$ cat src/hw/spi_pkg.sv
package spi_pkg;

  // ------------------------------
  // Data types
  // ------------------------------

  // One byte on the SPI wire, MSB first
  typedef logic [7:0] byte_t;

  // ------------------------------
  // Command byte layout
  // ------------------------------

  // Register address in bits 6:0 of the command byte
  localparam int REG_ADDR_BITS = 7;

  // Set for a write, clear for a read
  localparam int CMD_WRITE_BIT = 7;

  // ------------------------------
  // Register bank and filler
  // ------------------------------

  // One byte per address
  localparam int REG_COUNT = 1 << REG_ADDR_BITS;

  // Sent in any slot that finds nothing queued
  localparam byte_t DEFAULT_HEADER = 8'hA7;

endpackage

$ cat src/hw/stream_fifo.sv
`timescale 1ns/10ps
module stream_fifo #(
  parameter int WIDTH = 8,
  parameter int DEPTH = 16
) (
  input  logic             clock,
  input  logic             reset,
  input  logic             push_i,
  input  logic [WIDTH-1:0] data_i,
  input  logic             pop_i,
  output logic [WIDTH-1:0] data_o,
  output logic             empty_o,
  output logic             full_o
);

  localparam int PTR_BITS = (DEPTH > 1) ? $clog2(DEPTH) : 1;
  localparam int CNT_BITS = $clog2(DEPTH + 1);

  logic [WIDTH-1:0]    mem [DEPTH];
  logic [PTR_BITS-1:0] wr_ptr;
  logic [PTR_BITS-1:0] rd_ptr;
  logic [CNT_BITS-1:0] count;
  logic                do_push;
  logic                do_pop;

  // Full or empty requests are dropped here
  assign do_push = push_i && !full_o;
  assign do_pop  = pop_i && !empty_o;

  assign empty_o = (count == '0);
  assign full_o  = (count == CNT_BITS'(DEPTH));

  // Head word is visible while not empty
  assign data_o = mem[rd_ptr];

  // Pointers wrap at DEPTH, which need not be a power of two
  always_ff @(posedge clock) begin
    if (reset) begin
      wr_ptr <= '0;
      rd_ptr <= '0;
      count  <= '0;
    end else begin
      if (do_push) begin
        wr_ptr <= (wr_ptr == PTR_BITS'(DEPTH - 1)) ? '0 : wr_ptr + 1'b1;
      end
      if (do_pop) begin
        rd_ptr <= (rd_ptr == PTR_BITS'(DEPTH - 1)) ? '0 : rd_ptr + 1'b1;
      end
      count <= count + CNT_BITS'(do_push) - CNT_BITS'(do_pop);
    end
  end

  // Storage
  always_ff @(posedge clock) begin
    if (do_push) begin
      mem[wr_ptr] <= data_i;
    end
  end

endmodule

$ cat src/hw/spi_layer.sv
`timescale 1ns/10ps
module spi_layer #(
  parameter spi_pkg::byte_t HEADER = spi_pkg::DEFAULT_HEADER,
  parameter int             DEPTH  = 16
) (
  input  logic           clock,
  input  logic           reset,
  input  logic           sck_i,
  input  logic           ssel_i,
  input  logic           mosi_i,
  output logic           miso_o,
  output logic           cycle_o,
  output logic           fetch_o,
  input  logic           tx_valid_i,
  input  spi_pkg::byte_t tx_data_i,
  output logic           rx_empty_o,
  input  logic           rx_ack_i,
  output spi_pkg::byte_t rx_data_o,
  output logic           overflow_o,
  output logic           underrun_o
);

  import spi_pkg::*;

  // Index 0 and 1 form the synchronizer, index 2 is the previous value
  logic [2:0] sck_q;
  logic [2:0] ssel_q;
  logic [1:0] mosi_q;
  logic       sck_rise;
  logic       sck_fall;
  logic       ssel_fall;
  logic [2:0] bit_cnt;
  logic       rx_push;
  logic       rx_full;
  logic       tx_empty;
  logic       tx_filler;
  byte_t      rx_shift;
  byte_t      rx_byte;
  byte_t      tx_shift;
  byte_t      tx_head;

  // ------------------------------
  // Pin synchronizers
  // ------------------------------

  always_ff @(posedge clock) begin
    if (reset) begin
      sck_q  <= '0;
      ssel_q <= '1;
      mosi_q <= '0;
    end else begin
      sck_q  <= {sck_q[1:0], sck_i};
      ssel_q <= {ssel_q[1:0], ssel_i};
      mosi_q <= {mosi_q[0], mosi_i};
    end
  end

  assign sck_rise  = sck_q[1] && !sck_q[2];
  assign sck_fall  = !sck_q[1] && sck_q[2];
  assign ssel_fall = ssel_q[2] && !ssel_q[1];

  // SSEL is active low
  assign cycle_o = !ssel_q[1];

  // ------------------------------
  // Byte slots
  // ------------------------------

  // Eighth rising edge closes a slot
  assign rx_push = cycle_o && sck_rise && (bit_cnt == 3'd7);
  assign rx_byte = {rx_shift[6:0], mosi_q[1]};

  // Next transmit byte at SSEL fall and at every slot end
  assign fetch_o = ssel_fall || rx_push;

  // Output only while selected
  assign miso_o = cycle_o && tx_shift[7];

  always_ff @(posedge clock) begin
    if (reset) begin
      bit_cnt    <= '0;
      tx_filler  <= 1'b0;
      tx_shift   <= '0;
      overflow_o <= 1'b0;
      underrun_o <= 1'b0;
    end else begin
      overflow_o <= rx_push && rx_full;
      underrun_o <= 1'b0;
      if (!cycle_o) begin
        bit_cnt   <= '0;
        tx_filler <= 1'b0;
      end else if (sck_rise) begin
        bit_cnt <= bit_cnt + 1'b1;
        // Filler counts only once the master clocks it out,
        // so the slot fetched after the last byte stays silent
        if (bit_cnt == 3'd0 && tx_filler) begin
          underrun_o <= 1'b1;
          tx_filler  <= 1'b0;
        end
      end
      if (fetch_o) begin
        tx_filler <= tx_empty;
        tx_shift  <= tx_empty ? HEADER : tx_head;
      end else if (cycle_o && sck_fall && bit_cnt != 3'd0) begin
        // Falling edge after the last bit keeps the new MSB
        tx_shift <= {tx_shift[6:0], 1'b0};
      end
    end
  end

  // MOSI sampled on rising edges
  always_ff @(posedge clock) begin
    if (cycle_o && sck_rise) begin
      rx_shift <= rx_byte;
    end
  end

  // ------------------------------
  // Receive and transmit FIFOs
  // ------------------------------

  stream_fifo #(
    .WIDTH($bits(byte_t)),
    .DEPTH(DEPTH)
  ) u_rx_fifo (
    .clock  (clock),
    .reset  (reset),
    .push_i (rx_push),
    .data_i (rx_byte),
    .pop_i  (rx_ack_i),
    .data_o (rx_data_o),
    .empty_o(rx_empty_o),
    .full_o (rx_full)
  );

  // Pop while empty is ignored, the slot gets HEADER instead
  stream_fifo #(
    .WIDTH($bits(byte_t)),
    .DEPTH(DEPTH)
  ) u_tx_fifo (
    .clock  (clock),
    .reset  (reset),
    .push_i (tx_valid_i),
    .data_i (tx_data_i),
    .pop_i  (fetch_o),
    .data_o (tx_head),
    .empty_o(tx_empty),
    .full_o ()
  );

endmodule

$ cat src/hw/spi_target.sv
`timescale 1ns/10ps
module spi_target #(
  parameter spi_pkg::byte_t HEADER = spi_pkg::DEFAULT_HEADER,
  parameter int             DEPTH  = 16
) (
  input  logic           clock,
  input  logic           reset,
  input  logic [6:0]     status_i,
  input  logic           sck_i,
  input  logic           ssel_i,
  input  logic           mosi_i,
  output logic           miso_o,
  output logic           overflow_o,
  output logic           underrun_o,
  output logic           rx_valid_o,
  input  logic           rx_ack_i,
  output spi_pkg::byte_t rx_data_o,
  input  logic           resp_push_i,
  input  spi_pkg::byte_t resp_data_i
);

  import spi_pkg::*;

  typedef enum logic [1:0] {
    ST_FILL,
    ST_IDLE,
    ST_XFER
  } state_t;

  state_t state;
  logic   cycle;
  logic   rx_empty;
  logic   tx_valid;
  byte_t  tx_data;

  // Status goes in once per transfer, responses otherwise
  assign tx_valid = (state == ST_FILL) || resp_push_i;
  assign tx_data  = (state == ST_FILL) ? {1'b0, status_i} : resp_data_i;

  assign rx_valid_o = !rx_empty;

  // ------------------------------
  // Transaction FSM
  // ------------------------------

  // Status is sampled once the previous transfer has drained
  always_ff @(posedge clock) begin
    if (reset) begin
      state <= ST_FILL;
    end else begin
      case (state)
        // One push primes slot 0
        ST_FILL: state <= ST_IDLE;
        // Wait for the first received byte
        ST_IDLE: if (cycle && !rx_empty) state <= ST_XFER;
        // SSEL released and every byte consumed
        ST_XFER: if (!cycle && rx_empty) state <= ST_FILL;
        default: state <= ST_FILL;
      endcase
    end
  end

  spi_layer #(
    .HEADER(HEADER),
    .DEPTH (DEPTH)
  ) u_spi_layer (
    .clock     (clock),
    .reset     (reset),
    .sck_i     (sck_i),
    .ssel_i    (ssel_i),
    .mosi_i    (mosi_i),
    .miso_o    (miso_o),
    .cycle_o   (cycle),
    .fetch_o   (),
    .tx_valid_i(tx_valid),
    .tx_data_i (tx_data),
    .rx_empty_o(rx_empty),
    .rx_ack_i  (rx_ack_i),
    .rx_data_o (rx_data_o),
    .overflow_o(overflow_o),
    .underrun_o(underrun_o)
  );

endmodule

$ cat src/hw/reg_command.sv
`timescale 1ns/10ps
module reg_command (
  input  logic                             clock,
  input  logic                             reset,
  input  logic                             rx_valid_i,
  output logic                             rx_ack_o,
  input  spi_pkg::byte_t                   rx_data_i,
  output logic                             spi_req_o,
  output logic                             spi_we_o,
  output logic [spi_pkg::REG_ADDR_BITS-1:0] spi_addr_o,
  output spi_pkg::byte_t                   spi_wdata_o,
  input  logic                             spi_gnt_i,
  input  spi_pkg::byte_t                   spi_rdata_i,
  output logic                             resp_push_o,
  output spi_pkg::byte_t                   resp_data_o
);

  import spi_pkg::*;

  typedef enum logic [1:0] {
    ST_CMD,
    ST_WDATA,
    ST_BANK,
    ST_DUMMY
  } state_t;

  state_t state;
  logic   dummy_last;

  // Bytes wait in the receive FIFO while the bank is busy
  assign rx_ack_o = rx_valid_i && (state != ST_BANK);

  // Bank data lands one cycle after the read grant
  assign resp_data_o = spi_rdata_i;

  // ------------------------------
  // Command decode
  // ------------------------------

  always_ff @(posedge clock) begin
    if (reset) begin
      state       <= ST_CMD;
      dummy_last  <= 1'b0;
      spi_req_o   <= 1'b0;
      spi_we_o    <= 1'b0;
      resp_push_o <= 1'b0;
    end else begin
      resp_push_o <= spi_req_o && spi_gnt_i && !spi_we_o;
      case (state)
        ST_CMD: if (rx_ack_o) begin
          spi_we_o <= rx_data_i[CMD_WRITE_BIT];
          if (rx_data_i[CMD_WRITE_BIT]) begin
            state <= ST_WDATA;
          end else begin
            // Read goes out at once, ahead of the dummies
            spi_req_o <= 1'b1;
            state     <= ST_BANK;
          end
        end
        ST_WDATA: if (rx_ack_o) begin
          spi_req_o <= 1'b1;
          state     <= ST_BANK;
        end
        // Request held until granted
        ST_BANK: if (spi_gnt_i) begin
          spi_req_o  <= 1'b0;
          dummy_last <= 1'b0;
          state      <= spi_we_o ? ST_CMD : ST_DUMMY;
        end
        // Two dummy bytes dropped
        ST_DUMMY: if (rx_ack_o) begin
          dummy_last <= 1'b1;
          if (dummy_last) state <= ST_CMD;
        end
        default: state <= ST_CMD;
      endcase
    end
  end

  // Address and data of the pending request
  always_ff @(posedge clock) begin
    if (state == ST_CMD && rx_ack_o) begin
      spi_addr_o <= rx_data_i[REG_ADDR_BITS-1:0];
    end
    if (state == ST_WDATA && rx_ack_o) begin
      spi_wdata_o <= rx_data_i;
    end
  end

endmodule

$ cat src/hw/shared_reg_bank.sv
`timescale 1ns/10ps
module shared_reg_bank (
  input  logic                             clock,
  input  logic                             reset,
  input  logic                             spi_req_i,
  input  logic                             spi_we_i,
  input  logic [spi_pkg::REG_ADDR_BITS-1:0] spi_addr_i,
  input  spi_pkg::byte_t                   spi_wdata_i,
  output logic                             spi_gnt_o,
  output spi_pkg::byte_t                   spi_rdata_o,
  input  logic                             host_req_i,
  input  logic                             host_we_i,
  input  logic [spi_pkg::REG_ADDR_BITS-1:0] host_addr_i,
  input  spi_pkg::byte_t                   host_wdata_i,
  output logic                             host_gnt_o,
  output spi_pkg::byte_t                   host_rdata_o,
  output logic                             host_rvalid_o
);

  import spi_pkg::*;

  byte_t regs [REG_COUNT];
  byte_t rd_q;

  // ------------------------------
  // Arbiter
  // ------------------------------

  // SPI side always wins, host retries next cycle
  assign spi_gnt_o  = spi_req_i;
  assign host_gnt_o = host_req_i && !spi_req_i;

  // One grant per cycle, so both ports share the read register
  assign spi_rdata_o  = rd_q;
  assign host_rdata_o = rd_q;

  // ------------------------------
  // Storage
  // ------------------------------

  always_ff @(posedge clock) begin
    if (reset) begin
      for (int i = 0; i < REG_COUNT; i++) begin
        regs[i] <= '0;
      end
      host_rvalid_o <= 1'b0;
    end else begin
      // Read strobe for host reads only
      host_rvalid_o <= host_gnt_o && !host_we_i;
      if (spi_gnt_o && spi_we_i) begin
        regs[spi_addr_i] <= spi_wdata_i;
      end else if (host_gnt_o && host_we_i) begin
        regs[host_addr_i] <= host_wdata_i;
      end
    end
  end

  // Read data of whichever port holds the grant
  always_ff @(posedge clock) begin
    if (spi_gnt_o) begin
      rd_q <= regs[spi_addr_i];
    end else if (host_gnt_o) begin
      rd_q <= regs[host_addr_i];
    end
  end

endmodule

$ cat src/hw/spi_regs_top.sv
`timescale 1ns/10ps
module spi_regs_top #(
  parameter spi_pkg::byte_t HEADER = spi_pkg::DEFAULT_HEADER,
  parameter int             DEPTH  = 16
) (
  input  logic                             clock,
  input  logic                             reset,
  input  logic [6:0]                       status_i,
  input  logic                             sck_i,
  input  logic                             ssel_i,
  input  logic                             mosi_i,
  output logic                             miso_o,
  output logic                             overflow_o,
  output logic                             underrun_o,
  input  logic                             host_req_i,
  input  logic                             host_we_i,
  input  logic [spi_pkg::REG_ADDR_BITS-1:0] host_addr_i,
  input  spi_pkg::byte_t                   host_wdata_i,
  output logic                             host_gnt_o,
  output spi_pkg::byte_t                   host_rdata_o,
  output logic                             host_rvalid_o
);

  import spi_pkg::*;

  // SPI target to command decoder
  logic                     rx_valid;
  logic                     rx_ack;
  byte_t                    rx_data;
  logic                     resp_push;
  byte_t                    resp_data;

  // Command decoder to bank
  logic                     spi_req;
  logic                     spi_we;
  logic [REG_ADDR_BITS-1:0] spi_addr;
  byte_t                    spi_wdata;
  logic                     spi_gnt;
  byte_t                    spi_rdata;

  spi_target #(
    .HEADER(HEADER),
    .DEPTH (DEPTH)
  ) u_spi_target (
    .clock      (clock),
    .reset      (reset),
    .status_i   (status_i),
    .sck_i      (sck_i),
    .ssel_i     (ssel_i),
    .mosi_i     (mosi_i),
    .miso_o     (miso_o),
    .overflow_o (overflow_o),
    .underrun_o (underrun_o),
    .rx_valid_o (rx_valid),
    .rx_ack_i   (rx_ack),
    .rx_data_o  (rx_data),
    .resp_push_i(resp_push),
    .resp_data_i(resp_data)
  );

  reg_command u_reg_command (
    .clock      (clock),
    .reset      (reset),
    .rx_valid_i (rx_valid),
    .rx_ack_o   (rx_ack),
    .rx_data_i  (rx_data),
    .spi_req_o  (spi_req),
    .spi_we_o   (spi_we),
    .spi_addr_o (spi_addr),
    .spi_wdata_o(spi_wdata),
    .spi_gnt_i  (spi_gnt),
    .spi_rdata_i(spi_rdata),
    .resp_push_o(resp_push),
    .resp_data_o(resp_data)
  );

  shared_reg_bank u_shared_reg_bank (
    .clock        (clock),
    .reset        (reset),
    .spi_req_i    (spi_req),
    .spi_we_i     (spi_we),
    .spi_addr_i   (spi_addr),
    .spi_wdata_i  (spi_wdata),
    .spi_gnt_o    (spi_gnt),
    .spi_rdata_o  (spi_rdata),
    .host_req_i   (host_req_i),
    .host_we_i    (host_we_i),
    .host_addr_i  (host_addr_i),
    .host_wdata_i (host_wdata_i),
    .host_gnt_o   (host_gnt_o),
    .host_rdata_o (host_rdata_o),
    .host_rvalid_o(host_rvalid_o)
  );

endmodule

$ cat config.mk
export PLATFORM = sky130hd
export DESIGN_NAME = spi_regs_top
export DESIGN_NICKNAME = d
export VERILOG_FILES = /design/src/hw/spi_pkg.sv /design/src/hw/stream_fifo.sv /design/src/hw/spi_layer.sv /design/src/hw/spi_target.sv /design/src/hw/reg_command.sv /design/src/hw/shared_reg_bank.sv /design/src/hw/spi_regs_top.sv
export SDC_FILE = /design/constraint.sdc
export NUM_CORES = 2
export LEC_CHECK = 0
export CAP_MARGIN = 20
export CELL_PAD_IN_SITES_DETAIL_PLACEMENT = 1
export CELL_PAD_IN_SITES_GLOBAL_PLACEMENT = 1
export CORE_MARGIN = 2
export CORE_UTILIZATION = 40
export DETAILED_ROUTE_END_ITERATION = 10
export DONT_BUFFER_PORTS = 1
export HOLD_SLACK_MARGIN = 0.15
export PLACE_DENSITY = 0.63
export SETUP_SLACK_MARGIN = 0.3
export SYNTH_ARGS = -nofsm -noshare
export SYNTH_HDL_FRONTEND = slang
export SYNTH_HIERARCHICAL = 1
export SYNTH_SLANG_ARGS = --single-unit
export TNS_END_PERCENT = 5
$ cat constraint.sdc
create_clock -name clock -period 3.2 [get_ports clock]
set_input_delay 0.32 -clock clock [delete_from_list [all_inputs] [get_ports clock]]
set_output_delay 0.32 -clock clock [all_outputs]
set_load 0.1 [all_outputs]
# After elaboration in Yosys (flattened, before gate mapping)

Memory sizes are Yosys's and may differ from the RTL's. A register that Yosys moved wholly into a read port is not among the register bits.
Index checks and enable logic that the tools add are counted.

Add/sub/neg operators: 9
Equality and inequality tests: 21
Muxes and demuxes: 56
Bitwise operators: 1
Reductions and logical operators: 58

Operators by type and width:

| kind                  | count |
|---|---|
| $mux W8               | 8 |
| $mux W4               | 8 |
| $logic_and A1 B1 Y1   | 24 |
| $mux W1               | 24 |
| $mux W7               | 3 |
| $mux W2               | 9 |
| $add A4 B1 Y4 const B | 4 |
| $eq A4 B4 Y1 const B  | 4 |
| $reduce_or A8 Y1      | 2 |
| $ne A2 B1 Y1 const B  | 7 |
| $reduce_bool A3 Y1    | 4 |
| $add A5 B1 Y5         | 2 |
| $eq A5 B5 Y1 const B  | 2 |
| $logic_not A1 Y1      | 10 |
| $logic_not A5 Y1      | 2 |
| $sub A5 B1 Y5         | 2 |
| $pmux W2 S4           | 1 |
| $eq A2 B2 Y1 const B  | 3 |
| $pmux W2 S3           | 1 |
| $reduce_and A2 Y1     | 3 |
| $reduce_bool A2 Y1    | 3 |
| $reduce_and A5 Y1     | 1 |
| $eq A2 B1 Y1 const B  | 2 |
| $logic_not A2 Y1      | 2 |
| 12 further kinds      | 14 |

Register bits: 87
RAM bits: 1280
Bits of input ports: 29
Output and inout bits: 13
Word-level logic and storage cells: 173
Memories: 3

Memory list:

| name                                   | depth | bits a word | read ports | clocked after memory_dff | wr ports | line                  | RTL |
|---|---|---|---|---|---|---|---|
| u_shared_reg_bank.regs                 | 128   | 8           | 2          | 1                        | 128      | shared_reg_bank.sv:22 | `byte_t regs [REG_COUNT];` |
| u_spi_target.u_spi_layer.u_rx_fifo.mem | 16    | 8           | 1          | 1                        | 1        | stream_fifo.sv:19     | `logic [WIDTH-1:0] mem [DEPTH];` |
| u_spi_target.u_spi_layer.u_tx_fifo.mem | 16    | 8           | 1          | 1                        | 1        | stream_fifo.sv:19     |  |

# Longest topological paths before layout

Depth in word-level cells: 9
Depth in mapped cells: 16
Mapped depth without buffers: 16

# Modules after synthesis

Netlist, hierarchy kept.

Modules (own cells, without submodules):

| module          | instances | cells each | area an instance (µm²) | seq. area each (µm²) |
|---|---|---|---|---|
| shared_reg_bank | 1         | 3790       | 53492.6                | 31009.7 |
| stream_fifo     | 2         | 303        | 5820.6                 | 4184.0 |
| spi_layer       | 1         | 111        | 1243.7                 | 650.6 |
| reg_command     | 1         | 54         | 782.0                  | 570.5 |
| spi_target      | 1         | 18         | 182.7                  | 40.0 |

# Worst setup path before layout

OpenSTA, ideal clock, no wires.

Path type: reg2reg
Start point: reg u_spi_target.u_spi_layer.u_rx_fifo.count[3]
End point: reg u_spi_target.u_spi_layer.u_rx_fifo.count[4]
Library setup time: 0.070 ns
Arrival: 3.067 ns
Required time: 3.130 ns
Path slack: 0.063 ns
Cell stages (with the launch flop): 17
Buffers on the path: 0
Period minus slack after synthesis: 3.137 ns
Cells stage by stage: dfxtp_1 -> inv_1 -> ha_1 -> or4b_4 -> inv_1 -> inv_1 -> a21boi_0 -> nand2_1 -> inv_1 -> ha_1 -> inv_1 -> ha_1 -> fa_1 -> a21oi_1 -> nor2_1 -> or3_1 -> a21oi_1

Longest elaborated chain between the ends: 5
Elaborated cells on any way between the ends: 9
Classes of those cells: add/sub (2); eq/ne (1); reduce/logical (6)

RTL lines:

| element                   | line               | RTL |
|---|---|---|
| start: declaration        | stream_fifo.sv:22  | `logic [CNT_BITS-1:0] count;` |
| start signal: assignment  | stream_fifo.sv:49  | `count <= count + CNT_BITS'(do_push) - CNT_BITS'(do_pop);` |
| $logic_not A5 Y1          | stream_fifo.sv:30  | `assign empty_o = (count == '0);` |
| net u_spi_target.rx_empty | spi_target.sv:32   | `logic rx_empty;` |
| $logic_not A1 Y1          | spi_target.sv:40   | `assign rx_valid_o = !rx_empty;` |
| net rx_valid              | spi_regs_top.sv:27 | `logic rx_valid;` |
| $logic_and A1 B1 Y1       | reg_command.sv:31  | `assign rx_ack_o = rx_valid_i && (state != ST_BANK);` |
| net rx_ack                | spi_regs_top.sv:28 | `logic rx_ack;` |
| $logic_and A1 B1 Y1       | stream_fifo.sv:28  | `assign do_pop = pop_i && !empty_o;` |
| $sub A5 B1 Y5             | stream_fifo.sv:49  |  |

The timed path passes the listed nets, and every way through them passes these cells.
A chain may end at the register's enable or synchronous reset.

==> metrics.cfg <==
[pwr]
clock_power_share_pct=31.8
power_w=0.0575
p_int_w=0.0389
ir_drop_mv=0.467
switching_power_w=0.0186
seq_power_share_pct=37.4
p_sw_share_pct=32.3
p_comb_share_pct=30.7
powerDensity_nw_per_um2=742
p_leak_nw=26.8

[critical_path]
path_buf_inv=0
cp-end-kind=flip-flop
r2r_end=u_shared_reg_bank/host_rdata_o[0]
r2r_start=u_reg_command/spi_addr_o[5]
slowest_delay_ns=1.10
worst-r2r-cell-count=5
critPathSlowestCell=a211oi_1
path_cells=nor2b_1 -> nand3b_1 -> a211oi_1 -> nor4_1 -> o211ai_1
reg2reg_slack_ns=0.16
crit_type=flip-flop to flip-flop
arrival_ns=3.71
cp_max_fo=9
cp-start-kind=flip-flop
cp.required_ns=3.87
crit_family=compound AO/OA/AOI/OAI gates

[clock_network]
cts_buffer_depth=3
path_clk_slew_ns=0.06
numCtsBuffers=152
htreeDepth=4
cts_tree=yes
root_buffer=clkbuf_16
clock_latency_ns=0.83
clkSinkCount=1375

[routing]
ant_nets=0
vias=43539
wl_met1_um=93500
first_pass_iters=5
drtIter0Drc=4836
wl_met2_um=104000
route.detailed.drc=0
highest_layer=met5
wl_per_cell_um=31.4
viasPerCell=6.16
wl_um=222000
met3_wirelength_um=16400

[yosys]
synth_area_um2=67300
ys_ff_latch=1375
synth.area.top_cells=edfxtp_1 58%, mux4_2 18%, nor2_1 6.0%
ys_seq_area_share_pct=60.3
yosysTopAreaCell=edfxtp_1
syn-num-nets=4635
async_flop_share_pct=0
syn_area_per_cell_um2=14.7
synth_cell_types=79
synth-edff-count=1310
synth_flop_cell=edfxtp_1
synth_common_cells=1,310 x edfxtp_1, 1,085 x nor2_1, 544 x mux4_2
netlist_instances=4579
post-synth-top-count-cell=edfxtp_1
synth.yosys.warnings=6
synth.top_cell.area_share_pct=58.4

[global_routing]
grt_pass1_vias=44240
grt_use_total_pct=25.6
overflow=0
grt_antenna_before_repair=1
grt_start_max_net_pins=280
grt_pass1_wl_um=321000

[timing]
worst_slack_ns=0.162
worst_slew_pin_slew_ns=1.29
slew_headroom_pct=13.7
rsz0062_at_grt=yes
fin_skew_ns=0.0280
finalCritPeriodShare_pct=94.9
fin_setup_tns_ns=0
setup_viol=0
hold_viol=0
slew_viol_final=0
fmax_mhz=329
period_minus_slack_ns=3.04

[floorplan]
die_w_um=414
design.die.area_um2=172000
placementRows=150
die_y_um=414
pin_count=42
start_util_pct=40.3
coreArea_um2=167000

[placement]
place_congestion=0.908
dp_hpwl_um=150000
port_buffers=0
dp_slack_ns=0.0164

[min_path]
hold_start=host_addr_i[3]
holdPathStages=3
holdPathEnd=u_shared_reg_bank/host_rdata_o[2]
hp-class=primary input to flip-flop

[job]
maxCapViolations=0

[finish]
nets=4794
area_growth_pct=15.2
layout-drive-gt1-share_pct=26.8

[run_status]
status=completed

-- layout make-up --
type	instances	area [um^2]
Clock inverter	97	1250
Multi-Input combinational cell	2800	25100
Tap cell	2204	2760
Inverter	33	129
Clock buffer	183	3930
Fill cell	16250	89700
Sequential cell	1375	40600
Antenna cell	3	7.51
Timing Repair Buffer	376	3700
-- how the worst max path moves through the flow --
stage | from | end | slack, ns | cells past startpoint
2_1_floorplan | u_spi_target/u_spi_layer/bit_cnt[0] | u_spi_target/u_spi_layer/u_tx_fifo/count[4] | 0.30 | 16
3_3_place_gp | u_reg_command/spi_req_o | u_shared_reg_bank/regs[30][5] | 0.08 | 6
3_5_place_dp | u_reg_command/spi_we_o | u_shared_reg_bank/regs[34][3] | 0.02 | 7
4_1_cts | u_reg_command/spi_addr_o[0] | u_shared_reg_bank/host_rdata_o[6] | 0.16 | 8
5_1_grt | u_spi_target/u_spi_layer/u_rx_fifo/count[3] | u_spi_target/u_spi_layer/u_rx_fifo/count[4] | 0.06 | 16
6_report | u_reg_command/spi_addr_o[5] | u_shared_reg_bank/host_rdata_o[0] | 0.16 | 5
-- metal layers --
metal | track usage [%] | up-vias
met5 | 0 | -
li1 | - | 17979
met1 | 35.8 | 23336
met3 | 4.55 | 358
met4 | 9.00 | 2
met2 | 40.4 | 1864
-- cell families after synthesis --
logic type	share of synthesized area, %
AO/OA/AOI/OAI	3.85
adder cells (fa/ha/maj)	0.524
buffers and inverters	2.88
XOR/XNOR	0.143
AND/OR/NAND/NOR	10.5
multiplexers	21.8
flip-flops	60.3
-- stage by stage --
| step | utilization, % | cell area [um^2] | cells | hold slack, ns |
|---|---|---|---|---|
| 2_1_floorplan | - | 67400 | 4579 | 0.389 |
| 3_3_place_gp | 42.8 | 71500 | 6727 | 0.397 |
| 3_5_place_dp | 42.8 | 71500 | 6727 | 0.398 |
| 4_1_cts | 46.1 | 77100 | 7038 | 0.153 |
| 5_1_grt | 46.4 | 77500 | 7068 | 0.236 |
| 6_report | 46.4 | 77500 | 7071 | 0.211 |
-- sequential cells by signal, summed over array words and instances, names as in the netlist, 5 cells and up, named ones only --
| register | cells |
|---|---|
| u_shared_reg_bank/regs | 1024 |
| u_spi_target/u_spi_layer/u_rx_fifo/mem | 128 |
| u_spi_target/u_spi_layer/u_tx_fifo/mem | 128 |
| u_reg_command/spi_wdata_o | 8 |
| u_shared_reg_bank/host_rdata_o | 8 |
| u_spi_target/u_spi_layer/tx_shift | 8 |
| u_reg_command/spi_addr_o | 7 |
| u_spi_target/u_spi_layer/rx_shift | 7 |
| u_spi_target/u_spi_layer/u_rx_fifo/count | 5 |
| u_spi_target/u_spi_layer/u_tx_fifo/count | 5 |
-- power by group through the flow --
stage,registers (W),clock network (W),logic [W]
final,0.0215,0.0183,0.0177
after global routing,0.0216,0.0193,0.0184
after CTS,0.0215,0.0187,0.0169
after detailed placement,0.0219,0,0.0167
after global placement,0.0218,0,0.0166
after floorplan,0.0218,0,0.0106
-- cells in the final DEF (no fill, tap or decap), drive strengths merged, types with 9 or more instances in the layout --
cell,n
buf,344
bufinv,21
nand2,334
and3,12
edfxtp,1310
and2,32
nand2b,16
a211oi,52
a22oi,111
a21oi,65
o221ai,13
a31oi,12
nor2b,66
nor4,17
nor3,19
nor2,1093
clkbuf,186
mux4,572
mux2,42
ha,25
or4b,9
o22ai,38
nand3,15
o21ai,10
inv,41
dlygate4sd3,29
o211ai,10
clkinv,60
o31ai,10
mux2i,119
nor3b,12
dfxtp,65
-- worst min-delay path, stage by stage --
cell,delay (ns)
nor4_1,0.27
o41ai_1,0.14
o211ai_1,0.17
-- what timing repair did --
action	CTS	global route
setup endpoints to repair	1025	716
pin swaps	1	12
gates cloned	0	3
gates resized for setup	13	46
setup buffers	1	27
hold buffers	30	0
endpoints found under the hold margin	1077	0
(Power assumes the default switching activity.)
